[src/source/noc_settings.svh]
`ifndef NOC_SETTINGS_SVH
`define NOC_SETTINGS_SVH

// router port build settings
// shared by both packages and the RTL

// number of virtual channels on this input port
// one bit per vc in every select mask
`define NOC_NUM_VC 4

// flits held per vc
// must be a power of two so pointers wrap by overflow
// every vc owns one region of this size in the shared ram
`define NOC_VC_DEPTH 4

// payload bits per flit without the kind bits
`define NOC_PAYLOAD_W 32

`endif
[src/source/noc_pkg.sv]
`default_nettype none

`include "noc_settings.svh"

// types seen at the router port boundary
package noc_pkg;

    // vc select, one-hot or all zero
    // bit n stands for vc n
    typedef logic [`NOC_NUM_VC-1:0] vc_mask_t;

    // packet position of a flit
    // upper bit marks a head, lower bit marks a tail
    // single-flit packets carry both
    typedef enum logic [1:0] {
        FLIT_BODY   = 2'b00,
        FLIT_TAIL   = 2'b01,
        FLIT_HEAD   = 2'b10,
        FLIT_SINGLE = 2'b11
    } flit_kind_t;

    // flit as it crosses the port
    // kind sits above the payload, as on the link
    typedef struct packed {
        flit_kind_t                kind;
        logic [`NOC_PAYLOAD_W-1:0] payload;
    } flit_t;

    // the vc id is not part of the flit here
    // the router passes it beside the flit as a select mask

endpackage

`default_nettype wire

[src/source/buffer_pkg.sv]
`default_nettype none

`include "noc_settings.svh"

// types private to the input buffer
package buffer_pkg;

    // slot bits inside one vc region
    // kept at one bit minimum so a depth of one still builds
    localparam int SLOT_W = (`NOC_VC_DEPTH > 1) ? $clog2(`NOC_VC_DEPTH) : 1;

    // binary vc number bits, same one bit minimum
    localparam int VC_W = (`NOC_NUM_VC > 1) ? $clog2(`NOC_NUM_VC) : 1;

    // read or write pointer of one vc
    typedef logic [SLOT_W-1:0] slot_t;

    // binary form of a one-hot vc select
    typedef logic [VC_W-1:0] vc_index_t;

    // occupancy of one vc, 0 up to NOC_VC_DEPTH
    // one bit above the pointer so full and empty differ
    typedef logic [SLOT_W:0] depth_t;

    // shared ram address
    // vc number picks the region, slot the word inside it
    typedef struct packed {
        vc_index_t vc;
        slot_t     slot;
    } ram_addr_t;

    // stored word
    // same layout as the port flit, kept apart so the
    // ram format can change without touching the port
    typedef struct packed {
        noc_pkg::flit_kind_t       kind;
        logic [`NOC_PAYLOAD_W-1:0] payload;
    } ram_word_t;

endpackage

`default_nettype wire

[src/source/input_buffer.sv]
`timescale 1ns/1ns
`default_nettype none

// input buffer of one router port
// all vcs share one flit ram, each vc in a fixed region
// no back-pressure, upstream credits keep vcs from overflowing
module input_buffer (
    input  logic              clk,
    input  logic              reset,
    input  logic              wr_en,
    input  logic              rd_en,
    input  noc_pkg::vc_mask_t wr_vc,
    input  noc_pkg::vc_mask_t rd_vc,
    input  noc_pkg::vc_mask_t ssa_rd,
    input  noc_pkg::flit_t    wr_flit,
    output noc_pkg::flit_t    rd_flit,
    output noc_pkg::vc_mask_t vc_not_empty
);

    // ram addresses from the pointer bank
    buffer_pkg::ram_addr_t wr_addr;
    buffer_pkg::ram_addr_t rd_addr;

    // flits in ram format
    buffer_pkg::ram_word_t ram_wr_word;
    buffer_pkg::ram_word_t ram_rd_word;

    // port flit into ram word
    assign ram_wr_word.kind    = wr_flit.kind;
    assign ram_wr_word.payload = wr_flit.payload;

    // ram word back to port flit
    // valid one cycle after rd_en, or bypass data otherwise
    assign rd_flit.kind    = ram_rd_word.kind;
    assign rd_flit.payload = ram_rd_word.payload;

    // pointers, depths and address forming
    vc_pointer_bank pointer_bank_i (
        .clk          (clk),
        .reset        (reset),
        .wr_en        (wr_en),
        .rd_en        (rd_en),
        .wr_vc        (wr_vc),
        .rd_vc        (rd_vc),
        .ssa_rd       (ssa_rd),
        .wr_addr      (wr_addr),
        .rd_addr      (rd_addr),
        .vc_not_empty (vc_not_empty)
    );

    // shared storage plus ssa bypass
    flit_ram flit_ram_i (
        .clk     (clk),
        .wr_en   (wr_en),
        .rd_en   (rd_en),
        .wr_addr (wr_addr),
        .rd_addr (rd_addr),
        .wr_data (ram_wr_word),
        .rd_data (ram_rd_word)
    );

endmodule

`default_nettype wire

[src/source/flit_ram.sv]
`timescale 1ns/1ns
`default_nettype none

// shared flit memory for all vcs of the port
// one write and one registered read per cycle
// output falls back to last cycle's write data when no read was made
module flit_ram (
    input  logic                  clk,
    input  logic                  wr_en,
    input  logic                  rd_en,
    input  buffer_pkg::ram_addr_t wr_addr,
    input  buffer_pkg::ram_addr_t rd_addr,
    input  buffer_pkg::ram_word_t wr_data,
    output buffer_pkg::ram_word_t rd_data
);

    // one word per address, regions laid out vc after vc
    localparam int WORDS = 2 ** $bits(buffer_pkg::ram_addr_t);

    buffer_pkg::ram_word_t mem [WORDS];

    // registered read word
    buffer_pkg::ram_word_t mem_rd_q;

    // ssa bypass word, last cycle's write data
    buffer_pkg::ram_word_t bypass_q;

    // was the last cycle a normal read
    logic rd_en_q;

    // block ram port pair
    // read during write to the same word returns the old word,
    // which is the oldest flit of a full vc being read and written
    always_ff @(posedge clk) begin
        if (wr_en) begin
            mem[wr_addr] <= wr_data;
        end
        if (rd_en) begin
            mem_rd_q <= mem[rd_addr];
        end
    end

    // bypass path, loaded every cycle
    // whether or not the write data was stored
    always_ff @(posedge clk) begin
        bypass_q <= wr_data;
        rd_en_q  <= rd_en;
    end

    // memory word after a read, speculative flit otherwise
    assign rd_data = rd_en_q ? mem_rd_q : bypass_q;

endmodule

`default_nettype wire

[src/source/vc_pointer_bank.sv]
`timescale 1ns/1ns
`default_nettype none

`include "noc_settings.svh"

// per-vc queue state for the shared flit ram
// pointers wrap inside their own region, depth tracks occupancy
module vc_pointer_bank (
    input  logic                  clk,
    input  logic                  reset,
    input  logic                  wr_en,
    input  logic                  rd_en,
    input  noc_pkg::vc_mask_t     wr_vc,
    input  noc_pkg::vc_mask_t     rd_vc,
    input  noc_pkg::vc_mask_t     ssa_rd,
    output buffer_pkg::ram_addr_t wr_addr,
    output buffer_pkg::ram_addr_t rd_addr,
    output noc_pkg::vc_mask_t     vc_not_empty
);

    localparam buffer_pkg::slot_t  SLOT_ONE  = 1;
    localparam buffer_pkg::depth_t DEPTH_ONE = 1;

    // per-vc strobes after the enables are applied
    noc_pkg::vc_mask_t wr_strobe;
    noc_pkg::vc_mask_t rd_strobe;

    // queue state, one entry per vc
    buffer_pkg::slot_t  wr_ptr [`NOC_NUM_VC];
    buffer_pkg::slot_t  rd_ptr [`NOC_NUM_VC];
    buffer_pkg::depth_t depth  [`NOC_NUM_VC];

    // binary vc numbers for the ram address
    buffer_pkg::vc_index_t wr_idx;
    buffer_pkg::vc_index_t rd_idx;

    // one-hot to binary
    // or of the indices of the set bits, exact for a one-hot input
    function automatic buffer_pkg::vc_index_t onehot_to_index(
        input noc_pkg::vc_mask_t sel
    );
        buffer_pkg::vc_index_t idx;
        idx = '0;
        for (int v = 0; v < `NOC_NUM_VC; v++) begin
            if (sel[v]) begin
                idx = idx | buffer_pkg::vc_index_t'(v);
            end
        end
        return idx;
    endfunction

    // write only when enabled
    assign wr_strobe = wr_en ? wr_vc : '0;

    // normal read follows rd_vc
    // with no normal read, ssa_rd drops flits taken by the bypass
    assign rd_strobe = rd_en ? rd_vc : ssa_rd;

    always_ff @(posedge clk or posedge reset) begin
        if (reset) begin
            for (int v = 0; v < `NOC_NUM_VC; v++) begin
                wr_ptr[v] <= '0;
                rd_ptr[v] <= '0;
                depth[v]  <= '0;
            end
        end else begin
            for (int v = 0; v < `NOC_NUM_VC; v++) begin
                // pointers wrap by overflow, region size is a power of two
                if (wr_strobe[v]) begin
                    wr_ptr[v] <= wr_ptr[v] + SLOT_ONE;
                end
                if (rd_strobe[v]) begin
                    rd_ptr[v] <= rd_ptr[v] + SLOT_ONE;
                end
                // write and read together leave depth as is
                if (wr_strobe[v] && !rd_strobe[v]) begin
                    depth[v] <= depth[v] + DEPTH_ONE;
                end else if (!wr_strobe[v] && rd_strobe[v]) begin
                    depth[v] <= depth[v] - DEPTH_ONE;
                end
            end
        end
    end

    // occupancy flags
    always_comb begin
        for (int v = 0; v < `NOC_NUM_VC; v++) begin
            vc_not_empty[v] = (depth[v] != '0);
        end
    end

    assign wr_idx = onehot_to_index(wr_vc);
    assign rd_idx = onehot_to_index(rd_vc);

    // region from the vc number, word from that vc's pointer
    assign wr_addr.vc   = wr_idx;
    assign wr_addr.slot = wr_ptr[wr_idx];

    // ssa consumes never touch the ram, only rd_vc addresses it
    assign rd_addr.vc   = rd_idx;
    assign rd_addr.slot = rd_ptr[rd_idx];

endmodule

`default_nettype wire

[config.mk]
export PLATFORM = sky130hd
export DESIGN_NAME = input_buffer
export DESIGN_NICKNAME = d
export VERILOG_FILES = /design/src/source/noc_pkg.sv /design/src/source/buffer_pkg.sv /design/src/source/input_buffer.sv /design/src/source/flit_ram.sv /design/src/source/vc_pointer_bank.sv
export VERILOG_INCLUDE_DIRS = /design/src /design/src/source
export SDC_FILE = /design/constraint.sdc
export NUM_CORES = 1
export LEC_CHECK = 0
export BUFFER_PORTS_ARGS = -buffer_cell sky130_fd_sc_hd__buf_4
export CELL_PAD_IN_SITES_DETAIL_PLACEMENT = 1
export CELL_PAD_IN_SITES_GLOBAL_PLACEMENT = 2
export CORE_ASPECT_RATIO = 1.1
export CORE_MARGIN = 2
export CORE_UTILIZATION = 44
export CTS_CLUSTER_DIAMETER = 150
export DETAILED_ROUTE_END_ITERATION = 8
export PLACE_DENSITY_LB_ADDON = 0.1
export SLEW_MARGIN = 20
export SYNTH_ARGS = -nofsm -noshare
export SYNTH_HDL_FRONTEND = slang
export SYNTH_HIERARCHICAL = 1
export SYNTH_SLANG_ARGS = --single-unit
[constraint.sdc]
create_clock -name clk -period 3.6 [get_ports clk]
set_input_delay 0.36 -clock clk [delete_from_list [all_inputs] [get_ports clk]]
set_output_delay 0.36 -clock clk [all_outputs]
set_load 0.005 [all_outputs]
==> impl_results.md <==
* Worst setup margin at 895.7 ps
* Antenna Nets Post-Route at 0
* Fin crit period at around 2700 ps
* Routability cong. at 0.7224
* Post-Route WL at 53870 µm
* Mapped cell area at ~24000 µm²
* Worst-path maximum fanout at 10
* Combinational share of power at about a fifth
* Yosys cell types at 33
* YS warnings at 6
* Max-slew violations at 0
* # fillers at 4711
* Fmax at approximately 0.37 GHz
* Int Pwr at 14.71 mW
* Post-synthesis area per instance at 22.24 µm²
* Final worst-path cycle share at 75.12%
* Switching Fraction at 24.91%
* CTS tree: done
* Clock buffer count from CTS at about 70
* Post-layout nets at 1336
* Net Count, Synth at 1140
* CP Capture Type: flop
* Chip Width at 227.0 µm
* Hold Path Class: in -> reg
* Clk network pwr share at 34.6%
* Sequential area share after synthesis at a little under 80%
* Share of cells above drive strength 1 at between 30% and 40%
* WL/cell at about 26 µm
* Sw power at 4.882 mW
* First-pass iteration count of the detailed router at 4
* Power density over the cells at between 600 and 700 nW/µm²
* CP Class: reg -> reg
* Initial Utilization at between 40% and 50%
* Flop pwr share at 46.0%
* Initial antenna violation count at 1
* Root Driver: clkbuf_16
* Crit path required time at 3930 ps
* Vias in the first global route at 12290
* Congestion Overflow GR at 0
* Vias at 11240
* VDD IR max at 0.0003636 V
* Total GRT Usage at 19.76%
* Half-perimeter wire length after placement at roughly 30000 µm
* Final hold vios at 0
* R2R Path End: flit_ram_i/mem_rd_q[30]
* Core area at about 54000 µm²
* Critical R2R Launch: pointer_bank_i/rd_ptr[2]
* DR vias/cell at about 5.5
* CP startpoint: pointer_bank_i/rd_ptr[2]
* Die area at 56580 µm²
* Status: complete, no violations
* Place WS at ~480 ps
* Setup Buffers After CTS at 0
* Clock Skews at between 20 and 25 ps
* Chip height at around 250 µm
* Clock slew at reported path FFs at ~60 ps
* Cells after Synth at around 1100
* Cells after DPL at 1901
* Critical path startpoint category: flop
* CTS Sinks at 641
* FP Rows at between 80 and 90
* Non-Filler Instances at just over 2000
* Synth-to-Final Area Change at 19.14%
* Final core occ at around 53%
* CP Capture Point: flit_ram_i/mem_rd_q[30]
* RSZ-0062 raised after global routing: no
* Starting DRT DRC Count at 784
* # IOs at about 90
* # diodes at 0
* FF+latch count, synth at 641
* Worst-margin pin slew at 816.0 ps
* Leakage at between 9 and 10 nW
* Clock latency on the worst-skew pair at 600 ps
* DRC Markers at 0
* Critical Path AT at 3040 ps
* Reg2reg path depth at 7
* CTS Buffer Depth at 3
* H-tree levels at 3
* Relative slew margins at roughly 45%
* Final setup fails at 0
* Max-cap violations at 0
* IO buf count at 87
* R2R Setup Slk at 900 ps
* First-pass GRT wire length at 80500 µm
* Largest net degree at the start of global routing at between 40 and 50
cells by family after synthesis:
kind of cell | share of synthesized area (%)
flip-flops | 77.95
AO/OA/AOI/OAI | 2.345
adder cells (fa/ha/maj) | 0.5408
buffers and inverters | 1.227
multiplexers | 15.05
XOR/XNOR | 1.144
AND/OR/NAND/NOR | 1.742
cells in the mapped netlist:
master	instances	area, µm²
nor2_1	20	75.07
o221ai_1	3	26.28
o21ai_1	4	20.02
or3_1	5	31.28
mux2_2	38	427.9
nand2b_4	4	55.05
xor2_1	12	105.1
dfrtp_1	28	700.7
buf_1	1	3.750
ha_1	4	50.05
nand3b_1	2	15.01
or2_1	1	6.260
mux4_2	136	3063
o211ai_1	1	7.510
mux2i_1	4	40.04
mux2i_4	4	90.09
nand2b_1	2	12.51
nor3_1	4	20.02
dfxtp_1	35	700.7
fa_1	4	80.08
and2_1	5	31.28
or3b_2	1	8.760
a22oi_1	68	510.5
nor2b_1	2	12.51
nand2_1	39	146.4
inv_1	10	37.54
edfxtp_1	578	17360
nand3_1	1	5.000
xnor2_1	12	105.1
buf_2	17	85.08
clkbuf_1	27	101.4
buf_6	6	67.56
xnor2_2	4	65.06
worst max-delay path, cell delays in order (launching register included):
cell and delay [ps]:
dfrtp_1 430, mux2i_1 150, o21ai_4 600, buf_4 300, buf_4 160, mux4_2 490
a22oi_1 210, nand2_1 100
through the flow:
step                      instance area [µm²]  TNS, ps  total power [mW]  hold WS [ps]
after floorplan                         24070   -31120             11.76         387.7
after detailed placement                26150        0             13.03         453.2
final                                   28670        0             19.59         25.72
after CTS                               28670        0             19.90       0.05884
after global routing                    28670        0             20.47         19.26
after global placement                  26150        0             12.99         448.2
what timing repair did:
item	in CTS	in global routing
endpoints found under the hold margin	61	0
gates resized for setup	0	0
endpoints found under the setup margin	0	0
hold buffers	34	0
power by group through the flow:
stage	clock network [mW]	logic, mW	registers [mW]
4_1_cts	6.97	3.90	9.03
5_1_grt	7.26	4.13	9.08
3_3_place_gp	0	3.83	9.16
6_report	6.79	3.79	9.02
3_5_place_dp	0	3.85	9.18
2_1_floorplan	0	2.66	9.10
layout make-up:
cell class	count	area, µm²	share of cell area, %
Multi-Input combinational cell	380	5172	18.04
Tap cell	728	910.9	3.177
Clock inverter	30	240.2	0.8380
Timing Repair Buffer	176	1607	5.604
Clock buffer	96	1942	6.773
Inverter	10	37.54	0.1309
Sequential cell	641	18760	65.43
worst min-delay path by stage:
stage                                       start                       to  cells after the start
after floorplan                        wr_flit[0]   flit_ram_i/bypass_q[0]                      0
after global placement    pointer_bank_i/depth[5]  pointer_bank_i/depth[5]                      1
after detailed placement  pointer_bank_i/depth[5]  pointer_bank_i/depth[5]                      1
after CTS                              wr_flit[1]   flit_ram_i/bypass_q[1]                      1
after global routing                   wr_flit[1]   flit_ram_i/bypass_q[1]                      1
final                                  wr_flit[1]   flit_ram_i/bypass_q[1]                      1
registers in the layout, indices dropped and copies added (netlist names):
| name | count |
|---|---|
| flit_ram_i/mem | 544 |
| flit_ram_i/bypass_q | 34 |
| flit_ram_i/mem_rd_q | 34 |
| pointer_bank_i/depth | 12 |
| pointer_bank_i/rd_ptr | 8 |
| pointer_bank_i/wr_ptr | 8 |
| flit_ram_i/rd_en_q | 1 |
routing by layer:
layer	vias to the layer above	part of all wire (%)	routed length [µm]	track usage, %
met5	-	0.024	13	0
met4	2	1.7	891	5.602
met1	6073	45	24070	27.80
met2	229	50	26910	32.28
li1	4872	-	-	-
met3	62	3.7	1989	2.913
cell usage in the layout, fill, tap and decap left out, types with 14 or more instances in the layout:
| cell type | instances |
|---|---|
| clkinv_2 | 14 |
| dfrtp_1 | 28 |
| nand2_1 | 39 |
| buf_4 | 126 |
| mux4_2 | 136 |
| a22oi_1 | 68 |
| clkbuf_1 | 19 |
| dlygate4sd3_1 | 34 |
| dfxtp_1 | 34 |
| clkbuf_16 | 72 |
| mux2_2 | 38 |
| buf_12 | 16 |
| edfxtp_1 | 578 |
Power figures use the tool's default switching activity.
